### src/hdl/i2c_pkg.sv
//~~~~~~~~~~~~~~~~~~~~~~~~~~~~~~~~~~~~~~~~~~~~~~~~~~~~~~~~~~~~~~~~~~~~
// common types of the I2C register-access master
// 7-bit slave addressing only, every payload is a single byte
// sym_e values are ordered by the sequencer and decoded by the
// phase generator, so keep both in step when adding a symbol
//~~~~~~~~~~~~~~~~~~~~~~~~~~~~~~~~~~~~~~~~~~~~~~~~~~~~~~~~~~~~~~~~~~~~
package i2c_pkg;

    localparam int ADDR_W    = 7;   // slave address
    localparam int BYTE_W    = 8;
    localparam int BIT_IDX_W = 3;   // bit position inside a byte

    localparam logic DIR_WRITE = 1'b0;  // r/w bit after the address
    localparam logic DIR_READ  = 1'b1;

    // four quarters of one bus symbol
    typedef enum logic [1:0] {
        Q_A = 2'd0,
        Q_B = 2'd1,
        Q_C = 2'd2,
        Q_D = 2'd3
    } quarter_e;

    // bus symbols, master nack goes out as SYM_TX_BIT with a 1
    typedef enum logic [2:0] {
        SYM_IDLE   = 3'd0,
        SYM_START  = 3'd1,
        SYM_RSTART = 3'd2,
        SYM_STOP   = 3'd3,
        SYM_TX_BIT = 3'd4,
        SYM_RX_BIT = 3'd5,
        SYM_ACK_IN = 3'd6
    } sym_e;

    typedef enum logic [3:0] {
        ST_IDLE     = 4'd0,
        ST_START    = 4'd1,
        ST_ADDR_W   = 4'd2,
        ST_REG_ADDR = 4'd3,
        ST_WDATA    = 4'd4,
        ST_RSTART   = 4'd5,
        ST_ADDR_R   = 4'd6,
        ST_RDATA    = 4'd7,
        ST_ACK      = 4'd8,
        ST_NACK     = 4'd9,
        ST_STOP     = 4'd10
    } txn_state_e;

    // one register access
    typedef struct packed {
        logic [ADDR_W-1:0] slave_addr;
        logic              rd;          // 1 = register read
        logic [BYTE_W-1:0] wdata;       // ignored on reads
        logic [BYTE_W-1:0] reg_addr;
    } i2c_req_t;

endpackage

### src/hdl/i2c_byte_shift.sv
//~~~~~~~~~~~~~~~~~~~~~~~~~~~~~~~~~~~~~~~~~~~~~~~~~~~~~~~~~~~~~~~~~~~~
// one byte of bus data, MSB first in both directions
// load wins over shift when both strobes come together
//~~~~~~~~~~~~~~~~~~~~~~~~~~~~~~~~~~~~~~~~~~~~~~~~~~~~~~~~~~~~~~~~~~~~
`timescale 1ns/1ps

module i2c_byte_shift
    import i2c_pkg::*;
(
    input  logic              clk,
    input  logic              end_flag,
    input  logic              load,
    input  logic [BYTE_W-1:0] load_byte,
    input  logic              shift,
    input  logic              rx_bit,
    output logic              tx_bit,
    output logic              last_bit,
    output logic [BYTE_W-1:0] rx_byte
);

    logic [BYTE_W-1:0]    sr;
    logic [BIT_IDX_W-1:0] idx;

    // bit pointer
    always_ff @(posedge clk or posedge end_flag) begin
        if (end_flag) begin
            idx <= BIT_IDX_W'(BYTE_W - 1);
        end else if (load) begin
            idx <= BIT_IDX_W'(BYTE_W - 1);      // restart at the MSB
        end else if (shift) begin
            idx <= idx - BIT_IDX_W'(1);         // wraps to 7 after bit 0
        end
    end

    // data bits
    always_ff @(posedge clk) begin
        if (load) begin
            sr <= load_byte;
        end else if (shift) begin
            sr[idx] <= rx_bit;      // sent bit is done, keep what the bus saw
        end
    end

    assign tx_bit   = sr[idx];
    assign last_bit = (idx == '0);
    assign rx_byte  = sr;

endmodule

### src/hdl/i2c_master_top.sv
//~~~~~~~~~~~~~~~~~~~~~~~~~~~~~~~~~~~~~~~~~~~~~~~~~~~~~~~~~~~~~~~~~~~~
// I2C master for single register access
// open-drain pad lives outside: line = sda_oe ? sda_o : pulled up
// sda_i must come through a synchronizer at the pad
//~~~~~~~~~~~~~~~~~~~~~~~~~~~~~~~~~~~~~~~~~~~~~~~~~~~~~~~~~~~~~~~~~~~~
`timescale 1ns/1ps

module i2c_master_top
    import i2c_pkg::*;
(
    input  logic              clk,
    input  logic              end_flag,
    input  logic              run_req,
    input  i2c_req_t          req,
    input  logic              sda_i,
    output logic              scl,
    output logic              sda_o,
    output logic              sda_oe,
    output logic [BYTE_W-1:0] rdata,
    output logic              done,
    output logic              ack_error
);

    sym_e              sym;
    logic              sym_end;
    logic              rx_bit;
    logic              load;
    logic              shift;
    logic              tx_bit;
    logic              last_bit;
    logic [BYTE_W-1:0] load_byte;
    logic [BYTE_W-1:0] rx_byte;

    i2c_txn_ctrl u_txn_ctrl (
        .clk       (clk),
        .end_flag  (end_flag),
        .run_req   (run_req),
        .req       (req),
        .sym_end   (sym_end),
        .rx_bit    (rx_bit),
        .last_bit  (last_bit),
        .rx_byte   (rx_byte),
        .sym       (sym),
        .load      (load),
        .load_byte (load_byte),
        .shift     (shift),
        .rdata     (rdata),
        .done      (done),
        .ack_error (ack_error)
    );

    i2c_phase_gen u_phase_gen (
        .clk      (clk),
        .end_flag (end_flag),
        .sym      (sym),
        .tx_bit   (tx_bit),
        .sda_i    (sda_i),
        .scl      (scl),
        .sda_o    (sda_o),
        .sda_oe   (sda_oe),
        .rx_bit   (rx_bit),
        .sym_end  (sym_end)
    );

    i2c_byte_shift u_byte_shift (
        .clk       (clk),
        .end_flag  (end_flag),
        .load      (load),
        .load_byte (load_byte),
        .shift     (shift),
        .rx_bit    (rx_bit),
        .tx_bit    (tx_bit),
        .last_bit  (last_bit),
        .rx_byte   (rx_byte)
    );

endmodule

### src/hdl/i2c_phase_gen.sv
//~~~~~~~~~~~~~~~~~~~~~~~~~~~~~~~~~~~~~~~~~~~~~~~~~~~~~~~~~~~~~~~~~~~~
// bus symbol timing, four clock cycles per symbol
// scl/sda pins are registered, so the bus lags the quarter count
// by one cycle; SCL rate is clk/4, no clock stretching
// sda_i must already be synchronized to clk
//~~~~~~~~~~~~~~~~~~~~~~~~~~~~~~~~~~~~~~~~~~~~~~~~~~~~~~~~~~~~~~~~~~~~
`timescale 1ns/1ps

module i2c_phase_gen
    import i2c_pkg::*;
(
    input  logic clk,
    input  logic end_flag,
    input  sym_e sym,
    input  logic tx_bit,
    input  logic sda_i,
    output logic scl,
    output logic sda_o,
    output logic sda_oe,
    output logic rx_bit,
    output logic sym_end
);

    quarter_e q;
    logic     sym_act;
    logic     scl_nxt;
    logic     sda_nxt;
    logic     oe_nxt;

    assign sym_act = (sym != SYM_IDLE);
    assign sym_end = sym_act && (q == Q_D);

    always_ff @(posedge clk or posedge end_flag) begin
        if (end_flag) begin
            q <= Q_A;
        end else if (!sym_act) begin
            q <= Q_A;               // park between transfers
        end else begin
            case (q)
                Q_A:     q <= Q_B;
                Q_B:     q <= Q_C;
                Q_C:     q <= Q_D;
                default: q <= Q_A;
            endcase
        end
    end

    // pin levels for the current quarter
    always_comb begin
        scl_nxt = 1'b1;
        sda_nxt = 1'b1;
        oe_nxt  = 1'b1;
        case (sym)
            SYM_START: begin
                scl_nxt = (q != Q_D);
                sda_nxt = (q == Q_A) || (q == Q_B);     // falls with scl high
            end
            SYM_RSTART: begin
                scl_nxt = (q == Q_B) || (q == Q_C);
                sda_nxt = (q == Q_A) || (q == Q_B);
            end
            SYM_STOP: begin
                scl_nxt = (q != Q_A);
                sda_nxt = (q == Q_C) || (q == Q_D);     // rises with scl high
            end
            SYM_TX_BIT: begin
                scl_nxt = (q == Q_B) || (q == Q_C);
                sda_nxt = tx_bit;                       // stable all four quarters
            end
            SYM_RX_BIT, SYM_ACK_IN: begin
                scl_nxt = (q == Q_B) || (q == Q_C);
                oe_nxt  = 1'b0;                         // slave owns sda
            end
            default: begin
                scl_nxt = 1'b1;
                sda_nxt = 1'b1;
            end
        endcase
    end

    always_ff @(posedge clk or posedge end_flag) begin
        if (end_flag) begin
            scl    <= 1'b1;
            sda_o  <= 1'b1;
            sda_oe <= 1'b1;
            rx_bit <= 1'b1;
        end else begin
            scl    <= scl_nxt;
            sda_o  <= sda_nxt;
            sda_oe <= oe_nxt;
            if (sym_act && ((q == Q_B) || (q == Q_C))) begin
                rx_bit <= sda_i;    // sample in C wins, scl high on the bus
            end
        end
    end

endmodule

### src/hdl/i2c_txn_ctrl.sv
//~~~~~~~~~~~~~~~~~~~~~~~~~~~~~~~~~~~~~~~~~~~~~~~~~~~~~~~~~~~~~~~~~~~~
// transfer sequencer for single register writes and reads
// req is sampled while idle, a run_req held high chains transfers
// a missing ack ends the transfer with stop and ack_error
//~~~~~~~~~~~~~~~~~~~~~~~~~~~~~~~~~~~~~~~~~~~~~~~~~~~~~~~~~~~~~~~~~~~~
`timescale 1ns/1ps

module i2c_txn_ctrl
    import i2c_pkg::*;
(
    input  logic              clk,
    input  logic              end_flag,
    input  logic              run_req,
    input  i2c_req_t          req,
    input  logic              sym_end,
    input  logic              rx_bit,
    input  logic              last_bit,
    input  logic [BYTE_W-1:0] rx_byte,
    output sym_e              sym,
    output logic              load,
    output logic [BYTE_W-1:0] load_byte,
    output logic              shift,
    output logic [BYTE_W-1:0] rdata,
    output logic              done,
    output logic              ack_error
);

    txn_state_e state;
    txn_state_e state_nxt;
    i2c_req_t   req_q;
    logic [1:0] byte_cnt;       // bytes acked so far in this transfer
    logic [1:0] stop_cnt;       // cycles spent in stop
    logic       ack_seen;
    logic       rx_done;

    assign ack_seen = (state == ST_ACK) && sym_end;
    assign rx_done  = (state == ST_RDATA) && sym_end && last_bit;

    always_comb begin
        case (state)
            ST_IDLE:   sym = SYM_IDLE;
            ST_START:  sym = SYM_START;
            ST_RSTART: sym = SYM_RSTART;
            ST_STOP:   sym = SYM_STOP;
            ST_RDATA:  sym = SYM_RX_BIT;
            ST_ACK:    sym = SYM_ACK_IN;
            default:   sym = SYM_TX_BIT;    // byte states and master nack
        endcase
    end

    always_comb begin
        state_nxt = state;
        load      = 1'b0;
        load_byte = {BYTE_W{1'b1}};     // released line, for read and nack
        shift     = 1'b0;
        case (state)
            ST_IDLE: begin
                if (run_req) state_nxt = ST_START;
            end
            ST_START: begin
                if (sym_end) begin
                    load      = 1'b1;
                    load_byte = {req_q.slave_addr, DIR_WRITE};
                    state_nxt = ST_ADDR_W;
                end
            end
            ST_ADDR_W, ST_REG_ADDR, ST_WDATA, ST_ADDR_R: begin
                if (sym_end) begin
                    shift = 1'b1;
                    if (last_bit) state_nxt = ST_ACK;
                end
            end
            ST_ACK: begin
                if (sym_end) begin
                    if (rx_bit) begin
                        state_nxt = ST_STOP;        // no ack, give up
                    end else begin
                        case (byte_cnt)
                            2'd0: begin             // after address + W
                                load      = 1'b1;
                                load_byte = req_q.reg_addr;
                                state_nxt = ST_REG_ADDR;
                            end
                            2'd1: begin             // after register address
                                if (req_q.rd) begin
                                    state_nxt = ST_RSTART;
                                end else begin
                                    load      = 1'b1;
                                    load_byte = req_q.wdata;
                                    state_nxt = ST_WDATA;
                                end
                            end
                            default: begin          // after wdata or address + R
                                if (req_q.rd) begin
                                    load      = 1'b1;
                                    state_nxt = ST_RDATA;
                                end else begin
                                    state_nxt = ST_STOP;
                                end
                            end
                        endcase
                    end
                end
            end
            ST_RSTART: begin
                if (sym_end) begin
                    load      = 1'b1;
                    load_byte = {req_q.slave_addr, DIR_READ};
                    state_nxt = ST_ADDR_R;
                end
            end
            ST_RDATA: begin
                if (sym_end) begin
                    shift = 1'b1;
                    if (last_bit) begin
                        load      = 1'b1;           // all ones, nack bit
                        state_nxt = ST_NACK;
                    end
                end
            end
            ST_NACK: begin
                if (sym_end) state_nxt = ST_STOP;
            end
            ST_STOP: begin
                if (sym_end) state_nxt = ST_IDLE;
            end
            default: state_nxt = ST_IDLE;
        endcase
    end

    always_ff @(posedge clk or posedge end_flag) begin
        if (end_flag) begin
            state     <= ST_IDLE;
            byte_cnt  <= 2'd0;
            stop_cnt  <= 2'd0;
            done      <= 1'b0;
            ack_error <= 1'b0;
        end else begin
            state    <= state_nxt;
            stop_cnt <= (state == ST_STOP) ? stop_cnt + 2'd1 : 2'd0;
            done     <= (state == ST_STOP) && (stop_cnt == 2'd1);  // lands in quarter C
            if (state == ST_IDLE) begin
                byte_cnt <= 2'd0;
                if (run_req) ack_error <= 1'b0;
            end else if (ack_seen && !rx_bit) begin
                byte_cnt <= byte_cnt + 2'd1;
            end
            if (ack_seen && rx_bit) ack_error <= 1'b1;
        end
    end

    always_ff @(posedge clk) begin
        if (state == ST_IDLE) req_q <= req;
        if (rx_done) rdata <= {rx_byte[BYTE_W-1:1], rx_bit};   // bit 0 not shifted in yet
    end

endmodule

### config.mk
export PLATFORM = sky130hd
export DESIGN_NAME = i2c_master_top
export DESIGN_NICKNAME = d
export VERILOG_FILES = /design/src/hdl/i2c_pkg.sv /design/src/hdl/i2c_byte_shift.sv /design/src/hdl/i2c_master_top.sv /design/src/hdl/i2c_phase_gen.sv /design/src/hdl/i2c_txn_ctrl.sv
export SDC_FILE = /design/constraint.sdc
export NUM_CORES = 1
export LEC_CHECK = 0
export BUFFER_PORTS_ARGS = -buffer_cell sky130_fd_sc_hd__buf_2
export CAP_MARGIN = 20
export CORE_MARGIN = 2
export CORE_UTILIZATION = 57
export DETAILED_ROUTE_END_ITERATION = 8
export PLACE_DENSITY = 0.78
export SLEW_MARGIN = 30
export SYNTH_ARGS = -nofsm -noshare
export SYNTH_HDL_FRONTEND = slang
export SYNTH_SLANG_ARGS = --single-unit
### constraint.sdc
create_clock -name clk -period 2.4 [get_ports clk]
set_input_delay 0.72 -clock clk [delete_from_list [all_inputs] [get_ports clk]]
set_output_delay 0.72 -clock clk [all_outputs]
set_load 0.05 [all_outputs]
# Yosys cells after proc, flatten, opt, wreduce, memory -nomap -nowiden
# Index checks and enable logic that the tools add are counted.
[word_totals] out_inout_bits=13 elab_cells=138 register_bits=59 input_bits=28
[op_classes] addsub=3 n_reduce_logical=31 muxes=53 eq_ne=32 order_cmp=2
[ops] op="$mux W8" count=7
[ops] op="$mux W4" count=12
[ops] op="$pmux W4 S8" count=1
[ops] op="$pmux W8 S3" count=1
[ops] op="$ne A2 B1 Y1 const B" count=9
[ops] op="$pmux W3 S6" count=1
[ops] op="$eq A4 B3 Y1 const B" count=4
[ops] op="$pmux W8 S2" count=1
[ops] op="$mux W1" count=15
[ops] op="$eq A4 B4 Y1 const B" count=3
[ops] op="$reduce_and A10 Y1" count=1
[ops] op="$reduce_bool A2 Y1" count=5
[ops] op="$eq A3 B3 Y1 const B" count=3
[ops] op="$logic_and A1 B1 Y1" count=9
[ops] op="$pmux W1 S3" count=3
[ops] op="$bwmux W8" count=1
[ops] op="$eq A4 B2 Y1 const B" count=2
[ops] op="$mux W2" count=4
[ops] op="$pmux W4 S2" count=1
[ops] op="$reduce_or A4 Y1" count=2
[ops] op="$eq A2 B1 Y1 const B" count=3
[ops] op="$eq A3 B2 Y1 const B" count=2
[ops] op="$mux W3" count=2
[ops] op="$pmux W2 S3" count=1
[ops] op="other kinds (20)" count=28

# Logic depth before layout (Yosys ltp)
[depth] word_depth=8 ltp_mapped=9 depth_no_buf=6

# Hierarchy
# From an unflattened synthesis, not the netlist that was laid out.
[unflattened] cells_unflattened=284 area_unflattened_um2=3140.5
[by_module_without_submodules] mod="i2c_txn_ctrl" n_inst=1 area_per_inst_um2=2058.2 cells_per_inst=184
[by_module_without_submodules] mod="i2c_byte_shift" n_inst=1 area_per_inst_um2=706.9 cells_per_inst=67
[by_module_without_submodules] mod="i2c_phase_gen" n_inst=1 area_per_inst_um2=375.4 cells_per_inst=33

# Least setup slack after synthesis
# Ideal clock, no wire load.
[synth_path] path_kind="register -> register" start="register u_byte_shift.idx[0]" end="register u_byte_shift.sr[5], in the netlist u_byte_shift.rx_byte[5] (enable)" setup_slack_ns=0.312 stages_incl_launch_ff=10 arrival_time_ns=1.836 n_path_buf=3 synth_period_minus_slack_ns=2.088 path_cell_list="dfstp_2 > clkbuf_1 > inv_1 > ha_1 > nand3b_1 > a21o_1 > a21o_2 > buf_6 > buf_8 > o21ai_0"
[synth_between] elab_chain_cells=5
[synth_rtl] item="from (decl)" line_no="i2c_byte_shift.sv:22" rtl="logic [BIT_IDX_W-1:0] idx;"
[synth_rtl] item="from (signal assigned)" line_no="i2c_byte_shift.sv:27" rtl="idx <= BIT_IDX_W'(BYTE_W - 1);"
[synth_rtl] item="from (signal assigned)" line_no="i2c_byte_shift.sv:29" rtl="idx <= BIT_IDX_W'(BYTE_W - 1);"
[synth_rtl] item="from (signal assigned)" line_no="i2c_byte_shift.sv:31" rtl="idx <= idx - BIT_IDX_W'(1);"
[synth_rtl] item="$logic_not A3 Y1" line_no="i2c_byte_shift.sv:45" rtl="assign last_bit = (idx == '0);"
[synth_rtl] item="$mux W1" line_no="i2c_txn_ctrl.sv:115" rtl="if (last_bit) begin"
[synth_rtl] item="$mux W1" line_no="i2c_txn_ctrl.sv:113" rtl="if (sym_end) begin"
[synth_rtl] item="$pmux W1 S3" line_no="i2c_txn_ctrl.sv:56" rtl="case (state)"
[synth_rtl] item="$reduce_bool A2 Y1 (no source line)"
[synth_rtl] item="to (signal assigned)" line_no="i2c_byte_shift.sv:38" rtl="sr <= load_byte;"
[synth_rtl] item="to (signal, indexed assignment)" line_no="i2c_byte_shift.sv:40" rtl="sr[idx] <= rx_bit;"
[synth_rtl] item="to (decl)" line_no="i2c_byte_shift.sv:21" rtl="logic [BYTE_W-1:0] sr;"
# No other way between the ends.
# A chain may end at the register's enable or synchronous reset.

# Worst setup path after layout
[layout_path] start="register u_txn_ctrl.state[3]" end="register u_byte_shift.sr[4], in the netlist u_byte_shift.rx_byte[4] (data pin)"
[layout_between] elab_chain_cells=7 word_cells_on_any_way=19 cone_classes="eq/ne: 5; mux: 10; reduce/logical: 4"
[layout_rtl] item="from (decl)" line_no="i2c_txn_ctrl.sv:28" rtl="txn_state_e state;"
[layout_rtl] item="from (signal assigned)" line_no="i2c_txn_ctrl.sv:139" rtl="state <= state_nxt;"
[layout_rtl] item="$eq A4 B4 Y1, or another cell as far along" line_no="i2c_txn_ctrl.sv:40, i2c_txn_ctrl.sv:56"
[layout_rtl] item="$pmux W3 S6" line_no="i2c_txn_ctrl.sv:40" rtl="case (state)"
[layout_rtl] item="$reduce_bool A3 Y1" line_no="i2c_phase_gen.sv:30" rtl="assign sym_act = (sym != SYM_IDLE);"
[layout_rtl] item="$logic_and A1 B1 Y1" line_no="i2c_phase_gen.sv:31" rtl="assign sym_end = sym_act && (q == Q_D);"
[layout_rtl] item="$mux W8, or another cell as far along" line_no="i2c_txn_ctrl.sv:106" rtl="if (sym_end) begin"
[layout_rtl] item="$pmux W8 S3 or $pmux W1 S3 (tied branches)" line_no="i2c_txn_ctrl.sv:56"
[layout_rtl] item="$mux W8 (*)" line_no="i2c_byte_shift.sv:37" rtl="if (load) begin"
# Mark *: on every way between the ends. The rest lies on a longest branch, timed or not.

==> impl_metrics.json <==
{
  "status": "finished, final reports clean",
  "synth-main-ff-cell": "edfxtp_1",
  "clockBufferDepth": 2,
  "dp_hpwl_um": 3800,
  "hold_viol": 0,
  "die-width_um": 75.8,
  "ys_seq_elements": 59,
  "synth_area_leaders": "edfxtp_1, dfrtp_1, dfstp_2",
  "core-area_sq_mm": 0.00504,
  "r2r_slack_ps": 330,
  "clk_pin_slew_ps": 70,
  "cp_cell_sequence": "or4_4 -> nand2_1 -> a21o_2 -> o21ai_0",
  "wl_per_cell_um": 14.3,
  "wl_met1_um": 2390,
  "crit_path_max_fanout": 19,
  "die_h_um": 75.8,
  "avgSynthCellArea_sq_um": 11.2,
  "start_util": 0.583,
  "post-cts-setup-buffers": 0,
  "crit_path_max_incr_delay_ps": 570,
  "grt_pass1_wl_um": 8980,
  "htree_levels": 3,
  "wl_um": 5470,
  "grt_max_degree": 28,
  "cts_tree": "done",
  "drv_slew": 0,
  "cp_num_cells": 4,
  "hold-worst-slack_ps": 430,
  "drc_errors": 0,
  "max-slew-margin-rel": 0.510,
  "grt_overflow": 0,
  "end_kind": "flop",
  "finalNonFillerCells": 382,
  "cts_hold_buf": 0,
  "synth_largest_area_cell": "edfxtp_1",
  "synth_nets": 301,
  "ant_nets": 0,
  "pin_count": 41,
  "cts_made_buffers": 9,
  "nNetsFinal": 345,
  "die-area_sq_mm": 0.00575,
  "track_usage": 0.218,
  "hold_class": "flop to flop",
  "critPathLaunchType": "flop",
  "period_share": 0.863,
  "cts_sinks": 59,
  "fmax_mhz": 483,
  "wl_met3_um": 391,
  "cp-startpoint": "u_txn_ctrl.state[3]",
  "area_growth_pct": 15.0,
  "cpLargestDelayFamily": "simple AND/OR/NAND/NOR gates",
  "power_density_mw_per_mm2": 1130,
  "synth_async_sr_flop_share": 0.322,
  "ys_seq_area_frac": 0.573,
  "endpoint": "u_byte_shift.rx_byte[4]",
  "gp_congestion": 0.907,
  "r2r_cells": 4,
  "clk_latency_ps": 340,
  "netlist.area_leader.share": 0.408,
  "rows": 26,
  "finClkSkew_ps": 10.1,
  "p_leak_uw": 0.00140,
  "r2r_end": "u_byte_shift.rx_byte[4]",
  "vias": 2102,
  "top_layer_used": "met4",
  "worstMarginPinSlew_ps": 734,
  "antenna_found_initial": 0,
  "cap_violations": 0,
  "cp.required_ps": 2470,
  "peakVddDrop_uv": 674,
  "cp.buffers_inverters": 0,
  "crit_arrival_ps": 2140,
  "rsz0062_at_grt": "no",
  "num_antenna_cells": 0,
  "syn_area_sq_mm": 0.00294,
  "synthCells": 263,
  "drive_above_1_share": 0.263,
  "synth_cell_type_count": 53,
  "clock-root-buffer": "clkbuf_8",
  "drtIter0Drc": 127,
  "dp.cells": 366,
  "path_class": "flop to flop",
  "fin_crit_ps": 2070,
  "timing.rr.start": "u_txn_ctrl.state[3]",
  "io_buffers": 40,
  "met2WireLength_um": 2600,
  "yosysWarnings": 0,
  "vias_per_cell": 5.50,
  "dr.pass1.iters": 5,
  "cp_slowest_cell": "or4_4",
  "grt_pass1_vias": 1954,
  "final.setup.tns_ps": 0,
  "synth-edff-count": 40,
  "setup_violations": 0
}
how the worst min path moves through the flow:
stage                       startpoint                     end  slack (ps)  depth (start not counted)
6_report        u_txn_ctrl.stop_cnt[0]  u_txn_ctrl.stop_cnt[0]         430                          1
5_1_grt        u_byte_shift.rx_byte[4]     u_txn_ctrl.rdata[4]         450                          0
4_1_cts         u_txn_ctrl.stop_cnt[0]  u_txn_ctrl.stop_cnt[0]         430                          1
3_5_place_dp    u_txn_ctrl.stop_cnt[0]  u_txn_ctrl.stop_cnt[0]         420                          1
3_3_place_gp    u_txn_ctrl.stop_cnt[0]  u_txn_ctrl.stop_cnt[0]         420                          1
2_1_floorplan   u_txn_ctrl.stop_cnt[0]  u_txn_ctrl.stop_cnt[0]         410                          1
cell families after synthesis:
family / after synthesis / synth area share
XOR/XNOR: 3 / 0.00893
flip-flops: 59 / 0.573
AO/OA/AOI/OAI: 67 / 0.154
adder cells (fa/ha/maj): 10 / 0.0425
AND/OR/NAND/NOR: 86 / 0.138
multiplexers: 11 / 0.0391
buffers and inverters: 27 / 0.0447
area by class of cell:
| class | instances | area (sq um) |
|---|---|---|
| multi-input combinational | 177 | 1130 |
| clock buffer | 9 | 124 |
| inverter | 10 | 37.5 |
| tap | 70 | 87.6 |
| timing repair buffer | 50 | 275 |
| fill | 390 | 1660 |
| clock inverter | 7 | 45.0 |
| sequential | 59 | 1690 |
power breakdown:
part	internal [uW]	leakage (uW)	switching, uW
Combinational	545	0.000704	843
Sequential	1470	0.000609	187
Clock	369	0.0000887	402
metal layers:
| layer | track usage | vias to the layer above |
|---|---|---|
| met5 | 0 | - |
| met3 | 0.0833 | 7 |
| met2 | 0.333 | 69 |
| met1 | 0.277 | 967 |
| li1 | - | 1059 |
| met4 | 0.0975 | 0 |
cells in the final DEF, fill, tap and decap left out, types with 5 or more instances in the layout:
cell type	count
nand2_1	30
nor2_1	22
mux2i_1	7
ha_1	9
o21ai_0	22
buf_4	10
edfxtp_1	40
o31ai_1	5
nand3_1	5
inv_1	10
clkbuf_8	9
dfrtp_1	12
nor2b_1	10
buf_2	40
dfstp_2	7
o22ai_1	9
synthesized netlist by cell type (3+ instances only):
cell type and n:
a21oi_1 4, buf_2 3, clkbuf_1 11, dfrtp_1 12
dfstp_2 7, edfxtp_1 40, ha_1 10, inv_1 10
mux2_2 4, mux2i_1 7, nand2_1 30, nand2b_1 4
nand3_1 5, nand4_1 3, nor2_1 22, nor2b_1 10
nor3_1 4, o2111ai_1 3, o21ai_0 22, o22ai_1 9
o31ai_1 5
registers in the layout, indices dropped and copies added (netlist names):
register / count
u_txn_ctrl.state: 4
u_phase_gen.sda_o: 1
u_phase_gen.scl: 1
u_txn_ctrl.stop_cnt: 2
u_txn_ctrl.done: 1
u_byte_shift.rx_byte: 8
u_phase_gen.rx_bit: 1
u_txn_ctrl.byte_cnt: 2
u_txn_ctrl.rdata: 8
u_byte_shift.idx: 3
u_txn_ctrl.ack_error: 1
u_txn_ctrl.req_q: 24
u_phase_gen.sda_oe: 1
u_phase_gen.q: 2
what timing repair did:
| item | CTS | global route |
|---|---|---|
| endpoints found under the setup margin | 0 | 1 |
| resized for setup | 0 | 1 |
| hold endpoints to repair | 0 | 0 |
stage by stage:
step / worst slack [ps] / util / total power, uW / cell area [sq um]
final: 329 / 0.671 / 3810 / 3380
after floorplan: 312 / - / 2680 / 2940
after global placement: 379 / 0.637 / 3000 / 3210
after global routing: 138 / 0.671 / 4070 / 3380
after detailed placement: 255 / 0.637 / 3040 / 3210
after CTS: 241 / 0.670 / 3820 / 3380
(Power assumes the default switching activity.)
